[src/barrel_pkg.sv]
/* shared widths, opcodes, ALU and write-back codes, thread index type
   and the instruction word union for the barrel-threaded core */
package barrel_pkg;

  localparam int XLEN        = 32;
  localparam int NUM_THREADS = 8;
  localparam int THREAD_W    = 3;
  localparam int REG_ADDR_W  = 5;
  localparam int ROM_ADDR_W  = 10;
  localparam int DMEM_ADDR_W = 14;

  typedef logic [THREAD_W-1:0] thread_t;

  // ------------------------------
  // major opcodes
  localparam logic [6:0] OPC_OP     = 7'b0110011;
  localparam logic [6:0] OPC_OP_IMM = 7'b0010011;
  localparam logic [6:0] OPC_LUI    = 7'b0110111;
  localparam logic [6:0] OPC_AUIPC  = 7'b0010111;
  localparam logic [6:0] OPC_JAL    = 7'b1101111;
  localparam logic [6:0] OPC_JALR   = 7'b1100111;
  localparam logic [6:0] OPC_BRANCH = 7'b1100011;
  localparam logic [6:0] OPC_LOAD   = 7'b0000011;
  localparam logic [6:0] OPC_STORE  = 7'b0100011;

  // ------------------------------
  typedef logic [3:0] alu_op_t;
  localparam alu_op_t ALU_ADD    = 4'd0;
  localparam alu_op_t ALU_SUB    = 4'd1;
  localparam alu_op_t ALU_AND    = 4'd2;
  localparam alu_op_t ALU_OR     = 4'd3;
  localparam alu_op_t ALU_XOR    = 4'd4;
  localparam alu_op_t ALU_SLT    = 4'd5;
  localparam alu_op_t ALU_SLTU   = 4'd6;
  localparam alu_op_t ALU_SLL    = 4'd7;
  localparam alu_op_t ALU_SRL    = 4'd8;
  localparam alu_op_t ALU_SRA    = 4'd9;
  localparam alu_op_t ALU_PASS_B = 4'd10;

  // write-back source
  typedef logic [1:0] wb_sel_t;
  localparam wb_sel_t WB_ALU  = 2'd0;
  localparam wb_sel_t WB_MEM  = 2'd1;
  localparam wb_sel_t WB_LINK = 2'd2;

  // ------------------------------
  // one instruction word, six format views
  typedef union packed {
    struct packed {
      logic [6:0] funct7;
      logic [4:0] rs2;
      logic [4:0] rs1;
      logic [2:0] funct3;
      logic [4:0] rd;
      logic [6:0] opcode;
    } r_fmt;
    struct packed {
      logic [11:0] imm_11_0;
      logic [4:0]  rs1;
      logic [2:0]  funct3;
      logic [4:0]  rd;
      logic [6:0]  opcode;
    } i_fmt;
    struct packed {
      logic [6:0] imm_11_5;
      logic [4:0] rs2;
      logic [4:0] rs1;
      logic [2:0] funct3;
      logic [4:0] imm_4_0;
      logic [6:0] opcode;
    } s_fmt;
    struct packed {
      logic       imm_12;
      logic [5:0] imm_10_5;
      logic [4:0] rs2;
      logic [4:0] rs1;
      logic [2:0] funct3;
      logic [3:0] imm_4_1;
      logic       imm_11;
      logic [6:0] opcode;
    } b_fmt;
    struct packed {
      logic [19:0] imm_31_12;
      logic [4:0]  rd;
      logic [6:0]  opcode;
    } u_fmt;
    struct packed {
      logic       imm_20;
      logic [9:0] imm_10_1;
      logic       imm_11;
      logic [7:0] imm_19_12;
      logic [4:0] rd;
      logic [6:0] opcode;
    } j_fmt;
  } inst_u;

endpackage

[src/thread_fetch.sv]
/* round-robin thread counter, start delay, per-thread PCs and fetch address */
`timescale 1ns/1ns

module thread_fetch (
  input  logic                                clk,
  input  logic                                reset,
  input  logic                                i_pc_wr_en,
  input  barrel_pkg::thread_t                 i_pc_wr_thread,
  input  logic [barrel_pkg::XLEN-1:0]         i_pc_wr_data,
  output logic [barrel_pkg::ROM_ADDR_W-1:0]   o_rom_addr,
  output logic                                o_valid,
  output barrel_pkg::thread_t                 o_thread,
  output logic [barrel_pkg::XLEN-1:0]         o_pc
);

  logic                         started_q;
  barrel_pkg::thread_t          cnt_q;
  logic [barrel_pkg::XLEN-1:0]  pc_q [barrel_pkg::NUM_THREADS];

  // first fetch one cycle after reset drops
  always_ff @(posedge clk) begin
    if (reset) begin
      started_q <= 1'b0;
      cnt_q     <= '0;
    end else begin
      started_q <= 1'b1;
      if (started_q) begin
        if (cnt_q == barrel_pkg::thread_t'(barrel_pkg::NUM_THREADS - 1)) begin
          cnt_q <= '0;
        end else begin
          cnt_q <= cnt_q + 1'b1;
        end
      end
    end
  end

  // pc update comes back from execute, 2 cycles after the fetch
  always_ff @(posedge clk) begin
    if (reset) begin
      for (int i = 0; i < barrel_pkg::NUM_THREADS; i++) begin
        pc_q[i] <= '0;
      end
    end else if (i_pc_wr_en) begin
      pc_q[i_pc_wr_thread] <= i_pc_wr_data;
    end
  end

  // word address into the instruction ROM
  assign o_rom_addr = pc_q[cnt_q][barrel_pkg::ROM_ADDR_W+1:2];

  // line up with the ROM word
  always_ff @(posedge clk) begin
    if (reset) begin
      o_valid <= 1'b0;
    end else begin
      o_valid <= started_q;
    end
    o_thread <= cnt_q;
    o_pc     <= pc_q[cnt_q];
  end

endmodule

[config.mk]
export PLATFORM = sky130hd
export DESIGN_NAME = thread_fetch
export DESIGN_NICKNAME = d
export VERILOG_FILES = /design/src/barrel_pkg.sv /design/src/thread_fetch.sv
export SDC_FILE = /design/constraint.sdc
export NUM_CORES = 1
export LEC_CHECK = 0
export BUFFER_PORTS_ARGS = -buffer_cell sky130_fd_sc_hd__buf_2
export CAP_MARGIN = 10
export CELL_PAD_IN_SITES_DETAIL_PLACEMENT = 1
export CELL_PAD_IN_SITES_GLOBAL_PLACEMENT = 1
export CORE_ASPECT_RATIO = 1.25
export CORE_MARGIN = 1.5
export CORE_UTILIZATION = 30
export CTS_BUF_LIST = sky130_fd_sc_hd__clkbuf_16
export DETAILED_ROUTE_END_ITERATION = 7
export GPL_ROUTABILITY_DRIVEN = 0
export PLACE_DENSITY = 0.51
export RECOVER_POWER = 100
export SLEW_MARGIN = 20
export SYNTH_ARGS = -nofsm -noshare
export SYNTH_HDL_FRONTEND = slang
export SYNTH_SLANG_ARGS = --single-unit
[constraint.sdc]
create_clock -name clk -period 3.6 [get_ports clk]
set_clock_uncertainty 0.2 [all_clocks]
set_input_delay 0.18 -clock clk [delete_from_list [all_inputs] [get_ports clk]]
set_output_delay 0.18 -clock clk [all_outputs]
set_load 0.03 [all_outputs]
; ---- Word level (Yosys, flattened, before mapping)
; Memories as Yosys holds them, arrays and structs flattened. A register that Yosys moved wholly into a read port is not among the register bits.
; Cells that the tools add are included.
[totals]
ram_bits = 256
word_cells = 21
out_inout_bits = 46
register_bits = 40
memories = 1
in_bits = 38
[mem_list]
columns = name, depth, word_bits, rd, rd_clocked_by_memory_dff, write_ports, line_no
row1 = pc_q, 8, 32, 1, 1, 8, thread_fetch.sv:18  ; logic [barrel_pkg::XLEN-1:0] pc_q [barrel_pkg::NUM_THREADS];
[op_classes]
n_eq_ne = 1
n_mux = 12
n_reduce_logical = 1
n_addsub = 1
[ops]
columns = op, n
row1 = 32-bit two-way mux, 1
row2 = 32-bit OR reduction, 1
row3 = 3-bit two-way mux, 4
row4 = 1-bit two-way mux, 7
row5 = "3-bit by 1-bit adder with 3-bit output, second input constant", 1
row6 = "3-bit equality test, second input constant", 1

; ---- Longest topological paths before layout
[depth]
word_depth = 5
ltp_mapped = 5
depth_no_buf = 4

; ---- Least setup slack after synthesis
; Ideal clock, no wire load.
[synth_path]
kind = input to register
start = input i_pc_wr_thread[0]
end = memory pc_q[4][0] (netlist name), enable pin
n_path_buf = 2
cell_stages = 4
t_arrival_ns = 3.212
path_slack_ns = -0.278
setup_time_ns = 0.466
required_time_ns = 2.934
path_cell_list = or3b_1 -> clkbuf_1 -> clkbuf_1 -> o21ai_0
[synth_rtl]
columns = item, line_no
row1 = "start, declared", thread_fetch.sv:8  ; input barrel_pkg::thread_t i_pc_wr_thread,
row2 = "end, declared", thread_fetch.sv:18

==> results.json <==
{
  "status": "finished, violations left",
  "failed_checks": "max-capacitance violations, max-slew violations",
  "relSlewSlack_pct": -15.7,
  "peakVddDrop_mv": 0.275,
  "synth_area_per_cell_um2": 15.8,
  "core-area_um2": 40900,
  "cap_violations": 2,
  "finalHoldViolCount": 0,
  "met3_usage_pct": 2.15,
  "drt-initial-drc-count": 321,
  "critPathTopFamily": "compound AO/OA/AOI/OAI gates",
  "cp.required_ps": 3600,
  "startpoint_type": "input pin",
  "final_nets": 927,
  "clock_latency_ps": 520,
  "post-place-ws_ps": 1070,
  "area_growth_pct": 18.3,
  "first_pass_iters": 4,
  "syn-cell-area_um2": 12400,
  "crit_path_end_kind": "register",
  "fillers": 4268,
  "synth.distinct_cells": 24,
  "vias": 7255,
  "period_share_pct": 85.2,
  "cp_slowest_cell": "o21ai_1",
  "cts_tree": "done",
  "detail_route.wl_per_cell_um": 22.3,
  "clkTransAtPathRegs_ps": 60,
  "finalCriticalPeriod_ps": 3070,
  "ant_nets": 0,
  "path_buf_inv": 3,
  "regArea_um2": 8550,
  "fp.dieH_um": 230,
  "maxSlewViolCount": 102,
  "track_usage_pct": 15.9,
  "postSynthNetCount": 823,
  "postCtsSetupBuffers": 0,
  "grt_pass1_wl_mm": 50.3,
  "multi_input_comb_area_um2": 3370,
  "layout_setup_ws_ps": 534,
  "port_buffers": 83,
  "use_met2_pct": 27.4,
  "crit_type": "in2reg",
  "leakage_nw": 4.61,
  "drcViolationCount": 0,
  "syn-instance-count": 783,
  "numCtsBuffers": 34,
  "clock-sinks": 299,
  "worst_pin_slew_ps": 1730,
  "dp_hpwl_mm": 18.4,
  "path_cells": "dlygate4sd3_1, clkbuf_1, nand2b_1, o21ai_1, buf_12",
  "die-area_um2": 42500,
  "critPathArrivalTime_ps": 3060,
  "drt-total-wl_mm": 32.7,
  "cp_max_fo": 23,
  "dp.cells": 1369,
  "clockRootBuffer": "clkbuf_16",
  "use_met1_pct": 20.8,
  "die_w_um": 185,
  "rows": 83,
  "fin_cells": 1465,
  "pwr_density_cell_nw_per_um2": 553,
  "layout-drive-gt1-share_pct": 18.2,
  "grt_start_max_net_pins": 73,
  "num_antenna_cells": 0,
  "tns_ps": 0,
  "synth-seq-cells": 299,
  "initial_utilization_pct": 30.3,
  "antenna_found_initial": 0,
  "via_per_inst": 4.95,
  "crit_path_max_incr_delay_ps": 1180,
  "yosys_warnings": 0,
  "max_clock_freq_ghz": 0.326,
  "seq_area_frac_synth_pct": 69.0,
  "setup_viol": 0,
  "io-pin-count": 84,
  "overflow": 0,
  "cts_hold_buf": 34,
  "busiest_layer": "met2",
  "rsz0062_at_grt": "false",
  "grt_pass1_vias": 7792,
  "clk_path_buf_depth": 3,
  "hp-class": "in2reg",
  "htree_levels": 2,
  "cts_resized": 0
}
==> worst paths after layout <==
| kind | from | slack, ps | end | cells after the start |
|---|---|---|---|---|
| max | i_pc_wr_thread[1] | 530 | pc_q[4][21] | 5 |
| min | i_pc_wr_data[18] | 8 | pc_q[3][18] | 3 |
| max reg2reg | register | 1140 | o_pc[16] | 3 |
| min reg2reg | cnt_q[1] | 170 | o_thread[1] | 0 |
==> cell families (layout without fill, tap and decap cells) <==
family,after synthesis,in the layout,share of synthesized area [%]
flip-flops,299,299,69.0
AND/OR/NAND/NOR,267,267,10.9
buffers and inverters,108,238,3.93
multiplexers,98,98,15.6
AO/OA/AOI/OAI,9,9,0.364
adder cells (fa/ha/maj),2,2,0.202
==> layout make-up <==
type / instances / share of cell area (%)
Sequential cell: 299 / 58.4
Tap cell: 552 / 4.72
Timing Repair Buffer: 143 / 6.05
Clock buffer: 37 / 6.32
Clock inverter: 25 / 0.683
Multi-Input combinational cell: 376 / 23.0
Inverter: 33 / 0.846
==> cells in the final DEF (no fill, tap or decap), drive strengths merged <==
master       count
nand3b           1
buf             42
mux2i            2
mux2            32
nand2            1
nor3           256
inv             20
nor2             2
clkbuf         104
clkinvlp         1
nand2b           3
dlygate4sd3     34
dfxtp           43
nor2b            1
or3b             2
mux4            64
a21oi            1
or2              1
o21ai            8
edfxtp         256
clkinv          37
ha               2
==> routing by layer <==
| metal | vias to the layer above | wire [um] |
|---|---|---|
| met4 | 0 | 602 |
| met2 | 130 | 16700 |
| met5 | - | 0 |
| li1 | 3288 | - |
| met3 | 41 | 1030 |
| met1 | 3796 | 14300 |
==> tightest hold or removal path, cell delays in order <==
cell      delay [ps]
buf_2            100
clkinv_1         180
nor3_1            90
==> metrics by stage <==
stage	utilization (%)	cell area [um2]	hold slack [ps]	total power [mW]
6_report	35.8	14600	8.27	8.09
5_1_grt	35.8	14600	46.1	8.39
4_1_cts	36.3	14800	7.37	8.25
3_5_place_dp	32.9	13500	165	4.99
3_3_place_gp	32.9	13500	169	4.99
2_1_floorplan	-	12400	51.6	4.67
==> sequential cells by signal, summed over array words and instances (netlist names), named ones only <==
signal and flops:
started_q 1, o_pc 32, o_valid 1, cnt_q 3, o_thread 3, pc_q 256
==> synth_stat cells <==
cell type  instances  area, um2
a21oi_1            1       5.00
buf_1             12       45.0
buf_2             17       85.1
buf_6              8       90.1
clkbuf_1          38        143
clkinv_1          32        120
dfxtp_1           43        861
edfxtp_1         256       7690
ha_1               2       25.0
inv_1              1       3.75
mux2_2            32        360
mux2i_1            2       20.0
mux4_1            28        736
mux4_2            36        811
nand2_1            1       3.75
nand2b_1           3       18.8
nand3b_1           1       7.51
nor2_1             2       7.51
nor2b_1            1       6.26
nor3_1           256       1280
o21ai_0            8       40.0
or2_2              1       6.26
or3b_1             1       8.76
or3b_2             1       8.76
==> report_power, final <==
part / internal, mW / switching [mW] / total (mW) / leakage [nW]
combinational: 0.265 / 0.514 / 0.779 / 1.23
clock: 1.84 / 1.37 / 3.21 / 0.570
sequential: 4.01 / 0.104 / 4.11 / 2.81
Note: power is estimated with default switching activity, not from simulation.
