`src/barrel_pkg.sv`:
```
/* shared widths, opcodes, ALU and write-back codes, thread index type
   and the instruction word union for the barrel-threaded core */
package barrel_pkg;

  localparam int XLEN        = 32;
  localparam int NUM_THREADS = 8;
  localparam int THREAD_W    = 3;
  localparam int REG_ADDR_W  = 5;
  localparam int ROM_ADDR_W  = 10;
  localparam int DMEM_ADDR_W = 14;

  typedef logic [THREAD_W-1:0] thread_t;

  // ------------------------------
  // major opcodes
  localparam logic [6:0] OPC_OP     = 7'b0110011;
  localparam logic [6:0] OPC_OP_IMM = 7'b0010011;
  localparam logic [6:0] OPC_LUI    = 7'b0110111;
  localparam logic [6:0] OPC_AUIPC  = 7'b0010111;
  localparam logic [6:0] OPC_JAL    = 7'b1101111;
  localparam logic [6:0] OPC_JALR   = 7'b1100111;
  localparam logic [6:0] OPC_BRANCH = 7'b1100011;
  localparam logic [6:0] OPC_LOAD   = 7'b0000011;
  localparam logic [6:0] OPC_STORE  = 7'b0100011;

  // ------------------------------
  typedef logic [3:0] alu_op_t;
  localparam alu_op_t ALU_ADD    = 4'd0;
  localparam alu_op_t ALU_SUB    = 4'd1;
  localparam alu_op_t ALU_AND    = 4'd2;
  localparam alu_op_t ALU_OR     = 4'd3;
  localparam alu_op_t ALU_XOR    = 4'd4;
  localparam alu_op_t ALU_SLT    = 4'd5;
  localparam alu_op_t ALU_SLTU   = 4'd6;
  localparam alu_op_t ALU_SLL    = 4'd7;
  localparam alu_op_t ALU_SRL    = 4'd8;
  localparam alu_op_t ALU_SRA    = 4'd9;
  localparam alu_op_t ALU_PASS_B = 4'd10;

  // write-back source
  typedef logic [1:0] wb_sel_t;
  localparam wb_sel_t WB_ALU  = 2'd0;
  localparam wb_sel_t WB_MEM  = 2'd1;
  localparam wb_sel_t WB_LINK = 2'd2;

  // ------------------------------
  // one instruction word, six format views
  typedef union packed {
    struct packed {
      logic [6:0] funct7;
      logic [4:0] rs2;
      logic [4:0] rs1;
      logic [2:0] funct3;
      logic [4:0] rd;
      logic [6:0] opcode;
    } r_fmt;
    struct packed {
      logic [11:0] imm_11_0;
      logic [4:0]  rs1;
      logic [2:0]  funct3;
      logic [4:0]  rd;
      logic [6:0]  opcode;
    } i_fmt;
    struct packed {
      logic [6:0] imm_11_5;
      logic [4:0] rs2;
      logic [4:0] rs1;
      logic [2:0] funct3;
      logic [4:0] imm_4_0;
      logic [6:0] opcode;
    } s_fmt;
    struct packed {
      logic       imm_12;
      logic [5:0] imm_10_5;
      logic [4:0] rs2;
      logic [4:0] rs1;
      logic [2:0] funct3;
      logic [3:0] imm_4_1;
      logic       imm_11;
      logic [6:0] opcode;
    } b_fmt;
    struct packed {
      logic [19:0] imm_31_12;
      logic [4:0]  rd;
      logic [6:0]  opcode;
    } u_fmt;
    struct packed {
      logic       imm_20;
      logic [9:0] imm_10_1;
      logic       imm_11;
      logic [7:0] imm_19_12;
      logic [4:0] rd;
      logic [6:0] opcode;
    } j_fmt;
  } inst_u;

endpackage

```
`src/inst_decode.sv`:
```
/* field extraction, immediates, control decode and the ID/EX register */
`timescale 1ns/1ns

module inst_decode (
  input  logic                                clk,
  input  logic                                reset,
  input  logic                                i_valid,
  input  barrel_pkg::thread_t                 i_thread,
  input  logic [barrel_pkg::XLEN-1:0]         i_pc,
  input  logic [barrel_pkg::XLEN-1:0]         i_inst,
  input  logic [barrel_pkg::XLEN-1:0]         i_rs1_data,
  input  logic [barrel_pkg::XLEN-1:0]         i_rs2_data,
  output logic [barrel_pkg::REG_ADDR_W-1:0]   o_rs1_addr,
  output logic [barrel_pkg::REG_ADDR_W-1:0]   o_rs2_addr,
  output barrel_pkg::thread_t                 o_rs_thread,
  output logic                                o_ex_valid,
  output barrel_pkg::thread_t                 o_ex_thread,
  output logic [barrel_pkg::XLEN-1:0]         o_ex_pc,
  output logic [barrel_pkg::XLEN-1:0]         o_ex_rs1,
  output logic [barrel_pkg::XLEN-1:0]         o_ex_rs2,
  output logic [barrel_pkg::XLEN-1:0]         o_ex_imm,
  output barrel_pkg::alu_op_t                 o_ex_alu_op,
  output logic                                o_ex_src_a_pc,
  output logic                                o_ex_src_b_imm,
  output logic [2:0]                          o_ex_funct3,
  output logic                                o_ex_is_branch,
  output logic                                o_ex_is_jump,
  output logic                                o_ex_is_jalr,
  output logic                                o_ex_is_store,
  output barrel_pkg::wb_sel_t                 o_ex_wb_sel,
  output logic [barrel_pkg::REG_ADDR_W-1:0]   o_ex_rd,
  output logic                                o_ex_rd_we
);

  barrel_pkg::inst_u            inst;
  logic [barrel_pkg::XLEN-1:0]  imm_i, imm_s, imm_b, imm_u, imm_j, imm;
  barrel_pkg::alu_op_t          alu_op, funct_op;
  barrel_pkg::wb_sel_t          wb_sel;
  logic                         src_a_pc, src_b_imm, is_branch, is_jump, is_jalr;
  logic                         is_store, rd_we;

  assign inst = i_inst;

  // ------------------------------
  // register read, same cycle
  assign o_rs1_addr  = inst.r_fmt.rs1;
  assign o_rs2_addr  = inst.r_fmt.rs2;
  assign o_rs_thread = i_thread;

  // immediates per format
  assign imm_i = {{20{inst.i_fmt.imm_11_0[11]}}, inst.i_fmt.imm_11_0};
  assign imm_s = {{20{inst.s_fmt.imm_11_5[6]}}, inst.s_fmt.imm_11_5, inst.s_fmt.imm_4_0};
  assign imm_b = {{19{inst.b_fmt.imm_12}}, inst.b_fmt.imm_12, inst.b_fmt.imm_11,
                  inst.b_fmt.imm_10_5, inst.b_fmt.imm_4_1, 1'b0};
  assign imm_u = {inst.u_fmt.imm_31_12, 12'b0};
  assign imm_j = {{11{inst.j_fmt.imm_20}}, inst.j_fmt.imm_20, inst.j_fmt.imm_19_12,
                  inst.j_fmt.imm_11, inst.j_fmt.imm_10_1, 1'b0};

  // funct3 to ALU op, SUB only for the register form
  always_comb begin
    case (inst.r_fmt.funct3)
      3'b000: funct_op = (inst.r_fmt.opcode == barrel_pkg::OPC_OP && inst.r_fmt.funct7[5])
                         ? barrel_pkg::ALU_SUB : barrel_pkg::ALU_ADD;
      3'b001: funct_op = barrel_pkg::ALU_SLL;
      3'b010: funct_op = barrel_pkg::ALU_SLT;
      3'b011: funct_op = barrel_pkg::ALU_SLTU;
      3'b100: funct_op = barrel_pkg::ALU_XOR;
      3'b101: funct_op = inst.r_fmt.funct7[5] ? barrel_pkg::ALU_SRA : barrel_pkg::ALU_SRL;
      3'b110: funct_op = barrel_pkg::ALU_OR;
      default: funct_op = barrel_pkg::ALU_AND;
    endcase
  end

  // ------------------------------
  // control decode, anything else is a no-op
  always_comb begin
    alu_op    = barrel_pkg::ALU_ADD;
    imm       = imm_i;
    src_a_pc  = 1'b0;
    src_b_imm = 1'b1;
    is_branch = 1'b0;
    is_jump   = 1'b0;
    is_jalr   = 1'b0;
    is_store  = 1'b0;
    wb_sel    = barrel_pkg::WB_ALU;
    rd_we     = 1'b0;
    case (inst.r_fmt.opcode)
      barrel_pkg::OPC_OP: begin
        alu_op    = funct_op;
        src_b_imm = 1'b0;
        rd_we     = 1'b1;
      end
      barrel_pkg::OPC_OP_IMM: begin
        alu_op = funct_op;
        rd_we  = 1'b1;
      end
      barrel_pkg::OPC_LUI: begin
        alu_op = barrel_pkg::ALU_PASS_B;
        imm    = imm_u;
        rd_we  = 1'b1;
      end
      barrel_pkg::OPC_AUIPC: begin
        imm      = imm_u;
        src_a_pc = 1'b1;
        rd_we    = 1'b1;
      end
      barrel_pkg::OPC_JAL: begin
        imm      = imm_j;
        src_a_pc = 1'b1;
        is_jump  = 1'b1;
        wb_sel   = barrel_pkg::WB_LINK;
        rd_we    = 1'b1;
      end
      barrel_pkg::OPC_JALR: begin
        is_jump = 1'b1;
        is_jalr = 1'b1;
        wb_sel  = barrel_pkg::WB_LINK;
        rd_we   = 1'b1;
      end
      barrel_pkg::OPC_BRANCH: begin
        // ALU forms the target, compare is separate
        imm       = imm_b;
        src_a_pc  = 1'b1;
        is_branch = 1'b1;
      end
      barrel_pkg::OPC_LOAD: begin
        wb_sel = barrel_pkg::WB_MEM;
        rd_we  = 1'b1;
      end
      barrel_pkg::OPC_STORE: begin
        imm      = imm_s;
        is_store = 1'b1;
      end
      default: ;
    endcase
  end

  // ------------------------------
  // ID/EX register
  always_ff @(posedge clk) begin
    if (reset) begin
      o_ex_valid    <= 1'b0;
      o_ex_rd_we    <= 1'b0;
      o_ex_is_store <= 1'b0;
    end else begin
      o_ex_valid    <= i_valid;
      o_ex_rd_we    <= i_valid & rd_we & (inst.r_fmt.rd != '0);
      o_ex_is_store <= i_valid & is_store;
    end
    o_ex_thread    <= i_thread;
    o_ex_pc        <= i_pc;
    o_ex_rs1       <= i_rs1_data;
    o_ex_rs2       <= i_rs2_data;
    o_ex_imm       <= imm;
    o_ex_alu_op    <= alu_op;
    o_ex_src_a_pc  <= src_a_pc;
    o_ex_src_b_imm <= src_b_imm;
    o_ex_funct3    <= inst.r_fmt.funct3;
    o_ex_is_branch <= is_branch;
    o_ex_is_jump   <= is_jump;
    o_ex_is_jalr   <= is_jalr;
    o_ex_wb_sel    <= wb_sel;
    o_ex_rd        <= inst.r_fmt.rd;
  end

endmodule

```
`config.mk`:
```
export PLATFORM = sky130hd
export DESIGN_NAME = inst_decode
export DESIGN_NICKNAME = d
export VERILOG_FILES = /design/src/barrel_pkg.sv /design/src/inst_decode.sv
export SDC_FILE = /design/constraint.sdc
export NUM_CORES = 1
export LEC_CHECK = 0
export ABC_CLOCK_PERIOD_IN_PS = 1800
export BUFFER_PORTS_ARGS = -buffer_cell sky130_fd_sc_hd__buf_2
export CORE_AREA = 2 2 118 120
export CTS_CLUSTER_DIAMETER = 60
export DETAILED_ROUTE_END_ITERATION = 7
export DIE_AREA = 0 0 120 122
export GPL_ROUTABILITY_DRIVEN = 1
export GPL_TIMING_DRIVEN = 0
export HOLD_SLACK_MARGIN = 0.15
export PLACE_DENSITY = 0.7
export SLEW_MARGIN = 20
export SYNTH_ARGS = -nofsm -noshare
export SYNTH_HDL_FRONTEND = slang
export SYNTH_SLANG_ARGS = --single-unit
```
`constraint.sdc`:
```
create_clock -name clk -period 1.8 [get_ports clk]
set_input_delay 0.09 -clock clk [delete_from_list [all_inputs] [get_ports clk]]
set_output_delay 0.09 -clock clk [all_outputs]
set_load 0.02 [all_outputs]
```
After elaboration in Yosys (flattened, before gate mapping)
Index checks and enable logic that the tools add are counted.
Operators by class
  mux-type cells: 13
  equality and inequality tests: 15
  reductions and logical operators: 8
  bitwise gates (word level): 3
Operator list (number)
  $pmux 31 s4: 1
  $pmux 4 s7: 1
  $eq 7x6->1 const B: 3
  $eq 7x7->1 const B: 3
  $eq 7x5->1 const B: 2
  $eq 3x3->1 const B: 3
  $mux 1: 9
  $pmux 4 s2: 1
  $eq 7x2->1 const B: 1
  $reduce_or 7->1: 1
  $eq 3x2->1 const B: 2
  $reduce_or 2->1: 3
  $reduce_bool 5->1: 1
  $pmux 2 s2: 1
  $and 1x1->1: 3
  $eq 3x1->1 const B: 1
  $logic_not 3->1: 1
  $reduce_or 3->1: 1
  $logic_and 1x1->1: 1
Word-level totals
  flip-flop bits (word level): 153
  word-level logic and storage cells: 56
  output and inout bits: 166

Depth between registers and ports, before layout
  word-level depth: 5
  gate-level depth with buffers: 6

Worst setup path before layout
OpenSTA, ideal clock, no wires.
  path kind: input -> register
  start point: input port i_inst[3] in the netlist's numbering
  end point: register o_ex_imm[12] in the netlist's numbering
  arrival: 1.347 ns
  library setup time: 0.121 ns
  cell stages on the path: 5
  setup slack: 0.332 ns
  buffers on the path: 2
  path through: buf_2 > or3b_1 > buf_6 > a21oi_4 > mux2_2
Between the ends
  cells in the longest elaborated chain, start to end: 3
  elaborated cells between the ends (all ways): 7
Ends and longest elaborated chain
  start: declaration: RTL line inst_decode.sv:10  | input logic [barrel_pkg::XLEN-1:0] i_inst,
  $eq 7x5->1 or $eq 7x6->1 (tied branches): RTL line inst_decode.sv:87  | case (inst.r_fmt.opcode)
  $reduce_or 2->1 (no line)
  $pmux 31 s4 *: RTL line inst_decode.sv:87
  named net imm (one bit): RTL line inst_decode.sv:36  | logic [barrel_pkg::XLEN-1:0] imm_i, imm_s, imm_b, imm_u, imm_j, imm;
  end signal: assignment: RTL line inst_decode.sv:154  | o_ex_imm <= imm;
  end: declaration: RTL line inst_decode.sv:21  | output logic [barrel_pkg::XLEN-1:0] o_ex_imm,
Mark *: on every way through the listed nets, which the timed path passes. The rest lies on a longest branch.
A chain may end at the register's enable or synchronous reset.

Worst setup path after layout
  start point: input port i_inst[3] in the netlist's numbering
  end point: register o_ex_imm[18] in the netlist's numbering
Same word-level chain as after synthesis.

==> flow_metrics.py <==
metrics = {
    "outcome": {
        "status": "complete, no violations",
    },
    "sta": {
        "period_minus_slack_ns": 1.72,
        "layout_setup_ws_ns": 0.0815,
        "holdWs_ns": 0.191,
        "hold_violations": 0,
        "period_share_pct": 95.5,
        "tns_ns": 0,
        "slew_headroom_pct": 74.0,
        "max_freq_ghz": 0.582,
        "slew_violations": 0,
        "tightest_slew_ns": 0.389,
        "setup_viol": 0,
    },
    "yosys": {
        "synth_seq_area_share_pct": 79.9,
        "synth-main-ff-cell": "dfxtp_1",
        "synth_seq_cells": 153,
        "ys_types": 40,
        "netlist_instances": 256,
        "synth-async-reset-ratio_pct": 0,
        "yosysWarnings": 0,
        "syn_area_mm2": 0.00383,
        "synth_edf_count": 0,
        "synth.avg_cell_area_um2": 15.0,
        "syn-num-nets": 390,
    },
    "power": {
        "internal-power_mw": 6.43,
        "p_leak_nw": 3.69,
        "pwr-share-comb_pct": 11.7,
        "switching_power_mw": 1.97,
        "swShare_pct": 23.4,
        "clock_power_share_pct": 45.3,
        "p_per_area_mw_per_mm2": 1110,
        "ir_drop_mv": 0.550,
        "total_power_mw": 8.40,
        "p_seq_share_pct": 43.0,
    },
    "layout": {
        "fin_cells": 900,
        "area_delta_synth_final_pct": 96.8,
        "fin_area_mm2": 0.00754,
        "final_common_cell": "buf_2",
        "fin_nets": 841,
        "final_util_pct": 55.8,
        "layout_common_cells": "buf_2, dfxtp_1, dlygate4sd3_1",
        "diodes": 0,
        "drive_gt1_share_pct": 50.1,
    },
    "placement": {
        "dp_hpwl_um": 8920,
        "place_congestion": 0.763,
        "place_area_mm2": 0.00554,
        "port_buffers": 296,
        "placed_cells": 732,
        "place_ws_ns": 0.138,
    },
    "clocking": {
        "cts_root_buffer": "clkbuf_16",
        "clock-sinks": 153,
        "htree_levels": 4,
        "numCtsBuffers": 17,
        "clk_pin_slew_worst_paths_ns": 0.06,
        "cts_tree": "done",
        "cts_max_path_buffers": 2,
    },
    "detailed_routing": {
        "viasPerCell": 4.10,
        "drt_first_pass_iters": 4,
        "drtIter0Drc": 200,
        "wire_per_inst_um": 16.1,
        "vias": 3688,
        "routed_wl_um": 14500,
        "drc_errors": 0,
        "postRouteAntennaNets": 0,
    },
    "job": {
        "drv_cap": 0,
    },
    "setup_path": {
        "required_ns": 2.10,
        "critPathMaxFanout": 10,
        "end_kind": "flop",
        "worstSetupPathType": "primary input to flop",
        "cp-start-kind": "primary input",
        "cp.arrival_ns": 2.02,
    },
    "global_routing": {
        "antenna_found_initial": 0,
        "grt_pass1_wl_um": 20900,
        "grt_max_degree": 17,
        "grt_usage_pct": 19.2,
        "grt_overflow": 0,
        "grt_pass1_vias": 3882,
    },
    "hold_path": {
        "min_path_type": "primary input to flop",
    },
    "die": {
        "io_pins": 300,
        "dieHeight_um": 122,
        "core_mm2": 0.0135,
        "die_w_um": 120,
        "initial_core_util_pct": 28.4,
        "dieArea_mm2": 0.0146,
        "fp-row-count": 43,
    },
}
[final timing paths]
| path | startpoint | to | cells past startpoint |
|---|---|---|---|
| max | i_inst[3] | o_ex_imm[18]$_DFF_P_ | 6 |
| min | i_inst[1] | o_ex_wb_sel[1]$_DFF_P_ | 3 |
[power groups by stage]
stage	registers [mW]	clock network, mW	logic (mW)
final	3.61	3.80	0.985
after floorplan	3.91	0	0.131
after detailed placement	3.68	0	0.737
after global placement	3.67	0	0.727
after global routing	3.62	4.02	1.04
after CTS	3.60	3.87	0.968
[sequential cells by signal, summed over array words and instances, names as in the netlist, 2 cells and up]
signal	count
o_ex_wb_sel	2
o_ex_rs2	32
o_ex_imm	32
o_ex_rs1	32
o_ex_pc	32
o_ex_rd	5
o_ex_thread	3
o_ex_funct3	3
o_ex_alu_op	4
[cells by family (layout without fill, tap and decap cells)]
kind of cell	Yosys count	after routing	synth area share (%)
AOI/OAI and AO/OA	31	31	6.40
and+or+nand+nor	39	39	6.50
muxes	10	10	2.91
DFF	153	153	79.9
buffers and inverters	22	486	4.02
xor gates and xnor gates	1	1	0.229
[final cells by class]
type,instances,area [µm²]
buffer,20,146
inverter,1,3.75
tap,180,225
multi-input combinational,81,619
clock inverter,12,189
clock buffer,20,447
fill,1104,5970
timing repair buffer,433,2850
sequential,153,3060
[worst max-delay path, cell delays in order]
cell,delay (ns)
dlygate4sd3_1,0.53
buf_2,0.18
or3b_1,0.37
buf_6,0.14
a21oi_4,0.32
mux2_2,0.38
[what timing repair did]
item                                    CTS  global route
hold buffers                            134             0
setup buffers                             0             3
resized for setup                         0             1
endpoints found under the setup margin    0            23
hold endpoints to repair                150             0
[Yosys cell counts, drive strengths merged (2+ instances only)]
master / number / share of area [%]
nand3b: 3 / 0.59
mux2: 9 / 2.6
a21oi: 2 / 0.56
nor2b: 10 / 1.6
buf: 19 / 3.7
a21o: 11 / 2.2
o32ai: 2 / 0.46
nor3b: 2 / 0.39
nor2: 7 / 0.88
or3b: 2 / 0.46
nand2: 3 / 0.29
nor4b: 2 / 0.46
dfxtp: 153 / 80
o21a: 2 / 0.39
nand2b: 2 / 0.33
a22o: 5 / 1.1
clkbuf: 2 / 0.20
o21ai: 3 / 0.39
[layer usage]
layer  global-route usage, %  vias to the layer above  wire length (µm)
li1                        -                     1750                 -
met1                    19.8                     1733              5350
met2                    35.2                      190              7820
met3                    7.02                       15              1120
met4                    7.65                        0               195
met5                       0                        -                 0
(Power assumes the default switching activity.)
