==> src/barrel_pkg.sv <==
/* shared widths, opcodes, ALU and write-back codes, thread index type
   and the instruction word union for the barrel-threaded core */
package barrel_pkg;

  localparam int XLEN        = 32;
  localparam int NUM_THREADS = 8;
  localparam int THREAD_W    = 3;
  localparam int REG_ADDR_W  = 5;
  localparam int ROM_ADDR_W  = 10;
  localparam int DMEM_ADDR_W = 14;

  typedef logic [THREAD_W-1:0] thread_t;

  // ------------------------------
  // major opcodes
  localparam logic [6:0] OPC_OP     = 7'b0110011;
  localparam logic [6:0] OPC_OP_IMM = 7'b0010011;
  localparam logic [6:0] OPC_LUI    = 7'b0110111;
  localparam logic [6:0] OPC_AUIPC  = 7'b0010111;
  localparam logic [6:0] OPC_JAL    = 7'b1101111;
  localparam logic [6:0] OPC_JALR   = 7'b1100111;
  localparam logic [6:0] OPC_BRANCH = 7'b1100011;
  localparam logic [6:0] OPC_LOAD   = 7'b0000011;
  localparam logic [6:0] OPC_STORE  = 7'b0100011;

  // ------------------------------
  typedef logic [3:0] alu_op_t;
  localparam alu_op_t ALU_ADD    = 4'd0;
  localparam alu_op_t ALU_SUB    = 4'd1;
  localparam alu_op_t ALU_AND    = 4'd2;
  localparam alu_op_t ALU_OR     = 4'd3;
  localparam alu_op_t ALU_XOR    = 4'd4;
  localparam alu_op_t ALU_SLT    = 4'd5;
  localparam alu_op_t ALU_SLTU   = 4'd6;
  localparam alu_op_t ALU_SLL    = 4'd7;
  localparam alu_op_t ALU_SRL    = 4'd8;
  localparam alu_op_t ALU_SRA    = 4'd9;
  localparam alu_op_t ALU_PASS_B = 4'd10;

  // write-back source
  typedef logic [1:0] wb_sel_t;
  localparam wb_sel_t WB_ALU  = 2'd0;
  localparam wb_sel_t WB_MEM  = 2'd1;
  localparam wb_sel_t WB_LINK = 2'd2;

  // ------------------------------
  // one instruction word, six format views
  typedef union packed {
    struct packed {
      logic [6:0] funct7;
      logic [4:0] rs2;
      logic [4:0] rs1;
      logic [2:0] funct3;
      logic [4:0] rd;
      logic [6:0] opcode;
    } r_fmt;
    struct packed {
      logic [11:0] imm_11_0;
      logic [4:0]  rs1;
      logic [2:0]  funct3;
      logic [4:0]  rd;
      logic [6:0]  opcode;
    } i_fmt;
    struct packed {
      logic [6:0] imm_11_5;
      logic [4:0] rs2;
      logic [4:0] rs1;
      logic [2:0] funct3;
      logic [4:0] imm_4_0;
      logic [6:0] opcode;
    } s_fmt;
    struct packed {
      logic       imm_12;
      logic [5:0] imm_10_5;
      logic [4:0] rs2;
      logic [4:0] rs1;
      logic [2:0] funct3;
      logic [3:0] imm_4_1;
      logic       imm_11;
      logic [6:0] opcode;
    } b_fmt;
    struct packed {
      logic [19:0] imm_31_12;
      logic [4:0]  rd;
      logic [6:0]  opcode;
    } u_fmt;
    struct packed {
      logic       imm_20;
      logic [9:0] imm_10_1;
      logic       imm_11;
      logic [7:0] imm_19_12;
      logic [4:0] rd;
      logic [6:0] opcode;
    } j_fmt;
  } inst_u;

endpackage

==> src/execute_unit.sv <==
/* ALU, branch compare, next-PC and the EX/MEM register */
`timescale 1ns/1ns

module execute_unit (
  input  logic                                clk,
  input  logic                                reset,
  input  logic                                i_valid,
  input  barrel_pkg::thread_t                 i_thread,
  input  logic [barrel_pkg::XLEN-1:0]         i_pc,
  input  logic [barrel_pkg::XLEN-1:0]         i_rs1,
  input  logic [barrel_pkg::XLEN-1:0]         i_rs2,
  input  logic [barrel_pkg::XLEN-1:0]         i_imm,
  input  barrel_pkg::alu_op_t                 i_alu_op,
  input  logic                                i_src_a_pc,
  input  logic                                i_src_b_imm,
  input  logic [2:0]                          i_funct3,
  input  logic                                i_is_branch,
  input  logic                                i_is_jump,
  input  logic                                i_is_jalr,
  input  logic                                i_is_store,
  input  barrel_pkg::wb_sel_t                 i_wb_sel,
  input  logic [barrel_pkg::REG_ADDR_W-1:0]   i_rd,
  input  logic                                i_rd_we,
  output logic                                o_pc_wr_en,
  output barrel_pkg::thread_t                 o_pc_wr_thread,
  output logic [barrel_pkg::XLEN-1:0]         o_pc_wr_data,
  output logic                                o_mem_valid,
  output barrel_pkg::thread_t                 o_mem_thread,
  output logic [barrel_pkg::XLEN-1:0]         o_mem_result,
  output logic [barrel_pkg::XLEN-1:0]         o_mem_store_data,
  output logic                                o_mem_is_store,
  output barrel_pkg::wb_sel_t                 o_mem_wb_sel,
  output logic [barrel_pkg::XLEN-1:0]         o_mem_link,
  output logic [barrel_pkg::REG_ADDR_W-1:0]   o_mem_rd,
  output logic                                o_mem_rd_we
);

  logic [barrel_pkg::XLEN-1:0] op_a, op_b, result, link, target;
  logic                        taken, br_cond;

  assign op_a = i_src_a_pc  ? i_pc  : i_rs1;
  assign op_b = i_src_b_imm ? i_imm : i_rs2;

  // ------------------------------
  always_comb begin
    case (i_alu_op)
      barrel_pkg::ALU_SUB:    result = op_a - op_b;
      barrel_pkg::ALU_AND:    result = op_a & op_b;
      barrel_pkg::ALU_OR:     result = op_a | op_b;
      barrel_pkg::ALU_XOR:    result = op_a ^ op_b;
      barrel_pkg::ALU_SLT:    result = {31'b0, $signed(op_a) < $signed(op_b)};
      barrel_pkg::ALU_SLTU:   result = {31'b0, op_a < op_b};
      barrel_pkg::ALU_SLL:    result = op_a << op_b[4:0];
      barrel_pkg::ALU_SRL:    result = op_a >> op_b[4:0];
      barrel_pkg::ALU_SRA:    result = $signed(op_a) >>> op_b[4:0];
      barrel_pkg::ALU_PASS_B: result = op_b;
      default:                result = op_a + op_b;
    endcase
  end

  // branch condition on the raw register operands
  always_comb begin
    case (i_funct3)
      3'b000:  br_cond = (i_rs1 == i_rs2);
      3'b001:  br_cond = (i_rs1 != i_rs2);
      3'b100:  br_cond = ($signed(i_rs1) < $signed(i_rs2));
      3'b101:  br_cond = ($signed(i_rs1) >= $signed(i_rs2));
      3'b110:  br_cond = (i_rs1 < i_rs2);
      3'b111:  br_cond = (i_rs1 >= i_rs2);
      default: br_cond = 1'b0;
    endcase
  end

  // ------------------------------
  // next pc back to fetch
  assign link   = i_pc + 32'd4;
  assign target = i_is_jalr ? {result[barrel_pkg::XLEN-1:1], 1'b0} : result;
  assign taken  = i_is_jump | (i_is_branch & br_cond);

  assign o_pc_wr_en     = i_valid;
  assign o_pc_wr_thread = i_thread;
  assign o_pc_wr_data   = taken ? target : link;

  // EX/MEM register
  always_ff @(posedge clk) begin
    if (reset) begin
      o_mem_valid    <= 1'b0;
      o_mem_is_store <= 1'b0;
      o_mem_rd_we    <= 1'b0;
    end else begin
      o_mem_valid    <= i_valid;
      o_mem_is_store <= i_is_store;
      o_mem_rd_we    <= i_rd_we;
    end
    o_mem_thread     <= i_thread;
    o_mem_result     <= result;
    o_mem_store_data <= i_rs2;
    o_mem_wb_sel     <= i_wb_sel;
    o_mem_link       <= link;
    o_mem_rd         <= i_rd;
  end

endmodule

==> config.mk <==
export PLATFORM = sky130hd
export DESIGN_NAME = execute_unit
export DESIGN_NICKNAME = d
export VERILOG_FILES = /design/src/barrel_pkg.sv /design/src/execute_unit.sv
export SDC_FILE = /design/constraint.sdc
export NUM_CORES = 1
export LEC_CHECK = 0
export BUFFER_PORTS_ARGS = -buffer_cell sky130_fd_sc_hd__buf_2
export CAP_MARGIN = 30
export CORE_MARGIN = 3
export CORE_UTILIZATION = 50
export DETAILED_ROUTE_END_ITERATION = 10
export PLACE_DENSITY = 0.74
export SYNTH_ARGS = -nofsm -noshare
export SYNTH_HDL_FRONTEND = slang
export SYNTH_SLANG_ARGS = --single-unit
==> constraint.sdc <==
create_clock -name clk -period 10.03 [get_ports clk]
set_input_delay 2.5075 -clock clk [delete_from_list [all_inputs] [get_ports clk]]
set_output_delay 2.5075 -clock clk [all_outputs]
set_load 0.01 [all_outputs]
# ---- Word-level counts from Yosys, hierarchy flattened
# Cells that the tools add are included.
dict set report word_totals {
  regBits 109
  inputBits 155
  output_inout_bits 145
  word_cells 50
}
dict set report classes {
  add_sub_neg 3
  magnitude_cmp 6
  eq_ne 17
  shifts 3
  n_mux 6
  bitwise_logic 5
  reduce_logical 1
}
# cell count
set ops {}
lappend ops {{case mux 32 bit (10 select lines)} 1}
lappend ops {{< comparator 32 bit} 4}
lappend ops {{two-way mux 32 bit} 3}
lappend ops {{>= comparator 32 bit} 2}
lappend ops {{adder 32 x 3 -> 32 bit, second input constant} 1}
lappend ops {{adder 32 bit} 1}
lappend ops {{bitwise AND 32 bit} 1}
lappend ops {{equality test 32 bit} 1}
lappend ops {{inequality test 32 bit} 1}
lappend ops {{bitwise OR 32 bit} 1}
lappend ops {{<< shifter 32 x 5 -> 32 bit} 1}
lappend ops {{>> shifter 32 x 5 -> 32 bit} 1}
lappend ops {{>>> shifter 32 x 5 -> 32 bit} 1}
lappend ops {{subtractor 32 bit} 1}
lappend ops {{bitwise XOR 32 bit} 1}
lappend ops {{equality test 4 x 3 -> 1 bit, second input constant} 4}
lappend ops {{equality test 3 bit, second input constant} 4}
lappend ops {{equality test 4 bit, second input constant} 3}
lappend ops {{equality test 4 x 2 -> 1 bit, second input constant} 2}
lappend ops {{case mux 1 bit (6 select lines)} 1}
lappend ops {{equality test 4 x 1 -> 1 bit, second input constant} 1}
lappend ops {{equality test 3 x 1 -> 1 bit, second input constant} 1}
lappend ops {{logical NOT 3 bit} 1}
lappend ops {{bitwise AND 1 bit} 1}
lappend ops {{2 further kinds} 2}

# ---- Logic depth before layout (Yosys ltp)
dict set report depth {
  word_depth 5
  mapped_depth 18
  ltp_nobuf 14
}

# ---- Worst setup path after synthesis
# No wires, ideal clock.
dict set report synth_timing {
  path_type {input -> output}
  from {input port i_src_b_imm}
  to {output port o_pc_wr_data[19] (netlist bit)}
  arrival_time_ps 6572
  required_time_ps 7523
  slack_ps 950
  stages 15
  path_buffers 5
  path_cell_list {buf_6 > mux2i_1 > clkbuf_1 > clkbuf_1 > buf_1 > ha_1 > clkbuf_1 > or4_1 > a21boi_0 > o21ai_0 > a221oi_1 > a21oi_1 > xor2_1 > a221o_1 > mux2_2}
}
dict set report synth_via {
  elab_chain_len 4
  elab_cells_between_ends 11
  classes_between {add/sub: 2; shift: 3; mux: 3; bitwise: 3}
}
# element line
set synth_lines {}
lappend synth_lines {{start, declared} execute_unit.sv:15} ;# input logic i_src_b_imm,
lappend synth_lines {{two-way mux 32 bit *} execute_unit.sv:42} ;# assign op_b = i_src_b_imm ? i_imm : i_rs2;
lappend synth_lines {{adder 32 bit (tied with other cells)} execute_unit.sv:57} ;# default: result = op_a + op_b;
lappend synth_lines {{case mux 32 bit (10 select lines) *} execute_unit.sv:46} ;# case (i_alu_op)
lappend synth_lines {{net result (one bit)} execute_unit.sv:38} ;# logic [barrel_pkg::XLEN-1:0] op_a, op_b, result, link, target;
lappend synth_lines {{two-way mux 32 bit *} execute_unit.sv:82} ;# assign o_pc_wr_data = taken ? target : link;
lappend synth_lines {{end, declared} execute_unit.sv:26} ;# output logic [barrel_pkg::XLEN-1:0] o_pc_wr_data,
# The timed path passes the listed nets; every way through them passes the cells marked *.

# ---- Worst setup path in the final report
dict set report layout_timing {
  from {input port i_src_a_pc}
  to {output port o_pc_wr_data[1] (netlist bit)}
}
dict set report layout_via {
  elab_chain_len 4
  elab_cells_between_ends 11
  classes_between {add/sub: 2; shift: 3; mux: 3; bitwise: 3}
}
# element line
set layout_lines {}
lappend layout_lines {{start, declared} execute_unit.sv:14} ;# input logic i_src_a_pc,
lappend layout_lines {{two-way mux 32 bit *} execute_unit.sv:41} ;# assign op_a = i_src_a_pc ? i_pc : i_rs1;
lappend layout_lines {{adder 32 bit (tied with other cells)} execute_unit.sv:57}
lappend layout_lines {{case mux 32 bit (10 select lines) *} execute_unit.sv:46}
lappend layout_lines {{net result (one bit)} execute_unit.sv:38}
lappend layout_lines {{two-way mux 32 bit *} execute_unit.sv:82}
# Marked as above.

==> impl_metrics.json <==
{
  "synth_warn": 0,
  "max_cap_viol_count": 0,
  "synth-seq-area-share_pct": 15.8,
  "tritoncts.num_buffers": 9,
  "power_consumption_mw": 2.01,
  "report.final.slew_viol_count": 0,
  "drt_iter0_drc": 2487,
  "first_global_vias": 15200,
  "status": "finished clean",
  "die_area_sq_mm": 0.0296,
  "drc": 0,
  "die_h_um": 172,
  "timing.final.crit_period_ps": 9860,
  "clock_tree.buffer_depth": 2,
  "finish.net_count": 2325,
  "global_route.usage.total_pct": 42.7,
  "worst_path_clk_slew_ps": 100,
  "hold_path.class": "in -> reg",
  "floorplan.die.width_um": 172,
  "leakage_nw": 7.51,
  "cts_setup_buffers": 0,
  "path_class": "in -> out",
  "hpwlAfterDp_mm": 53.0,
  "final.fill_count": 2572,
  "routabilityCongestion": 1.11,
  "ctsHtreeMaxLevel": 3,
  "worst-path-max-fanout": 17,
  "holdBufCountCts": 0,
  "root_buffer": "sky130_fd_sc_hd__clkbuf_16",
  "cts.repair.resized": 0,
  "postSynthRegisterBits": 109,
  "ys.flop_type": "sky130_fd_sc_hd__dfxtp_1",
  "synth_unique_cells": 88,
  "avgSynthCellArea_sq_um": 7.69,
  "fp-row-count": 60,
  "worst-endpoint-arrival_ps": 7360,
  "rsz0062_at_grt": "no",
  "initial_core_utilization_pct": 51.0,
  "post_synth_instance_area_sq_mm": 0.0138,
  "route.vias.total": 16400,
  "drt_pre_antenna_iters": 9,
  "finalHoldViolations": 0,
  "timing.critical_path.required_ps": 7520,
  "timing.critical_path.to_type": "primary output",
  "postRouteWirelength_mm": 66.5,
  "tightest_slew_ps": 1010,
  "setup-violations-final": 0,
  "antenna_violating_nets_post_route": 0,
  "core_area_sq_mm": 0.0270,
  "final.setup.tns_ps": 0,
  "netlist_instances": 1792,
  "mostFrequentLayoutCell": "sky130_fd_sc_hd__buf_2",
  "initial_antenna_violation_count": 1,
  "num_antenna_cells": 0,
  "final_layout_size_suffix_gt1_share_pct": 23.2,
  "post_drt_via_cell_ratio": 6.89,
  "area.growth.synth_to_final_pct": 15.6,
  "asyncSetResetFlopFracSynth_pct": 0,
  "grt_pass1_wl_mm": 95.4,
  "grt_start_max_net_pins": 52,
  "io-pin-count": 300,
  "max-slew-margin-rel_pct": 31.2,
  "p_per_cell_area_mw_per_mm2": 126,
  "num_clock_sinks": 109,
  "crit_path_start_kind": "primary input",
  "min_period_over_period_pct": 98.3,
  "irDropWorstVdd_mv": 0.120,
  "tritoncts": "yes",
  "port_buffer_count": 299,
  "most-common-layout-cells": "sky130_fd_sc_hd__buf_2 (299), sky130_fd_sc_hd__mux2i_1 (144), sky130_fd_sc_hd__inv_1 (141), sky130_fd_sc_hd__nor2_1 (136), sky130_fd_sc_hd__ha_1 (130)",
  "synth-edff-count": 0,
  "globalRoute.totalOverflow": 0,
  "syn_nets": 2079,
  "wire_per_inst_um": 27.9,
  "fmaxAchievable_mhz": 101
}
-- final timing paths --
path,from,to,cells after the start
worst min-delay path,i_wb_sel[0],o_mem_wb_sel[0]$_DFF_P_,1
worst max-delay path,i_src_a_pc,o_pc_wr_data[1],14
-- cell families (layout without fill, tap and decap cells) --
| family | Yosys count | after routing | synth area share [%] |
|---|---|---|---|
| AND/OR/NAND/NOR | 473 | 473 | 16.5 |
| buffers and inverters | 256 | 507 | 7.80 |
| XOR/XNOR | 39 | 39 | 2.48 |
| AO/OA/AOI/OAI | 562 | 562 | 27.8 |
| adder cells (fa/ha/maj) | 132 | 132 | 12.1 |
| multiplexers | 221 | 221 | 17.4 |
| flip-flops | 109 | 109 | 15.8 |
-- where the power goes --
part           internal, mW  leakage, nW  switching (mW)
Combinational         0.397         6.44           0.724
Sequential            0.481        0.919          0.0124
Clock                 0.178        0.149           0.215
Total                  1.06         7.51           0.951
-- per-stage QoR --
step | utilization, % | setup slack (ps) | cell area [sq um] | cells | hold slack [ps]
final | 58.9 | 166 | 15900 | 2384 | 2220
after global routing | 58.9 | 140 | 15900 | 2384 | 2210
after CTS | 58.9 | 587 | 15900 | 2384 | 2220
after detailed placement | 57.8 | 620 | 15600 | 2368 | 2610
after global placement | 57.7 | 618 | 15600 | 2366 | 2610
after floorplan | - | 950 | 13800 | 1792 | 2540
-- worst max-delay path: stages --
cell	delay, ps
sky130_fd_sc_hd__buf_2	400
sky130_fd_sc_hd__buf_4	410
sky130_fd_sc_hd__mux2i_1	690
sky130_fd_sc_hd__inv_1	360
sky130_fd_sc_hd__mux2i_2	460
sky130_fd_sc_hd__a22oi_1	180
sky130_fd_sc_hd__a32oi_1	370
sky130_fd_sc_hd__o22a_1	230
sky130_fd_sc_hd__nor2_1	80
sky130_fd_sc_hd__a2111oi_0	900
sky130_fd_sc_hd__buf_4	260
sky130_fd_sc_hd__a21oi_1	60
sky130_fd_sc_hd__mux2_2	280
sky130_fd_sc_hd__buf_2	140
-- flip-flops by register name, summed over array words and instances, names as in the netlist --
signal            flops
o_mem_wb_sel          2
o_mem_link           32
o_mem_store_data     32
o_mem_valid           1
o_mem_result         32
o_mem_is_store        1
o_mem_thread          3
o_mem_rd_we           1
o_mem_rd              5
-- cell type report --
| cell class | count | area, sq um | share of cell area (%) |
|---|---|---|---|
| Clock buffer | 9 | 225 | 1.41 |
| Clock inverter | 7 | 80.1 | 0.503 |
| Inverter | 145 | 547 | 3.43 |
| Multi-Input combinational cell | 1427 | 10600 | 66.5 |
| Sequential cell | 109 | 2180 | 13.7 |
| Tap cell | 341 | 427 | 2.68 |
| Timing Repair Buffer | 346 | 1870 | 11.8 |
-- Yosys cell counts (14+ instances only) --
cell type                   number  share of area (%)
sky130_fd_sc_hd__a211oi_1       22                1.2
sky130_fd_sc_hd__a22oi_1        17               0.93
sky130_fd_sc_hd__and3_1         22                1.0
sky130_fd_sc_hd__o22ai_1        42                1.9
sky130_fd_sc_hd__a221oi_1       22                1.4
sky130_fd_sc_hd__o211ai_1       19                1.0
sky130_fd_sc_hd__a21o_1         15               0.82
sky130_fd_sc_hd__nand4_1        22                1.0
sky130_fd_sc_hd__a21oi_1       127                4.6
sky130_fd_sc_hd__nor2_1        136                3.7
sky130_fd_sc_hd__inv_1         142                3.9
sky130_fd_sc_hd__xnor2_1        26                1.7
sky130_fd_sc_hd__dfxtp_1       109                 16
sky130_fd_sc_hd__nand2_1       129                3.5
sky130_fd_sc_hd__nand3_1        30                1.1
sky130_fd_sc_hd__nand2b_1       16               0.73
sky130_fd_sc_hd__buf_2          20               0.73
sky130_fd_sc_hd__nor4_1         16               0.73
sky130_fd_sc_hd__o2111ai_1      17                1.1
sky130_fd_sc_hd__mux2_2         59                4.8
sky130_fd_sc_hd__o21ai_0       106                3.9
sky130_fd_sc_hd__mux2i_1       146                 11
sky130_fd_sc_hd__nor3_1         33                1.2
sky130_fd_sc_hd__o221ai_1       21                1.3
sky130_fd_sc_hd__ha_1          130                 12
sky130_fd_sc_hd__or3_1          14               0.64
sky130_fd_sc_hd__nor2b_1        15               0.68
sky130_fd_sc_hd__clkbuf_1       71                1.9
-- routing by layer --
metal / routed length [um] / GRT usage (%)
met1: 27000 / 58.3
met2: 27000 / 62.1
met3: 8990 / 12.6
met4: 3500 / 18.6
met5: 0 / 0
Power figures use the tool's default switching activity.
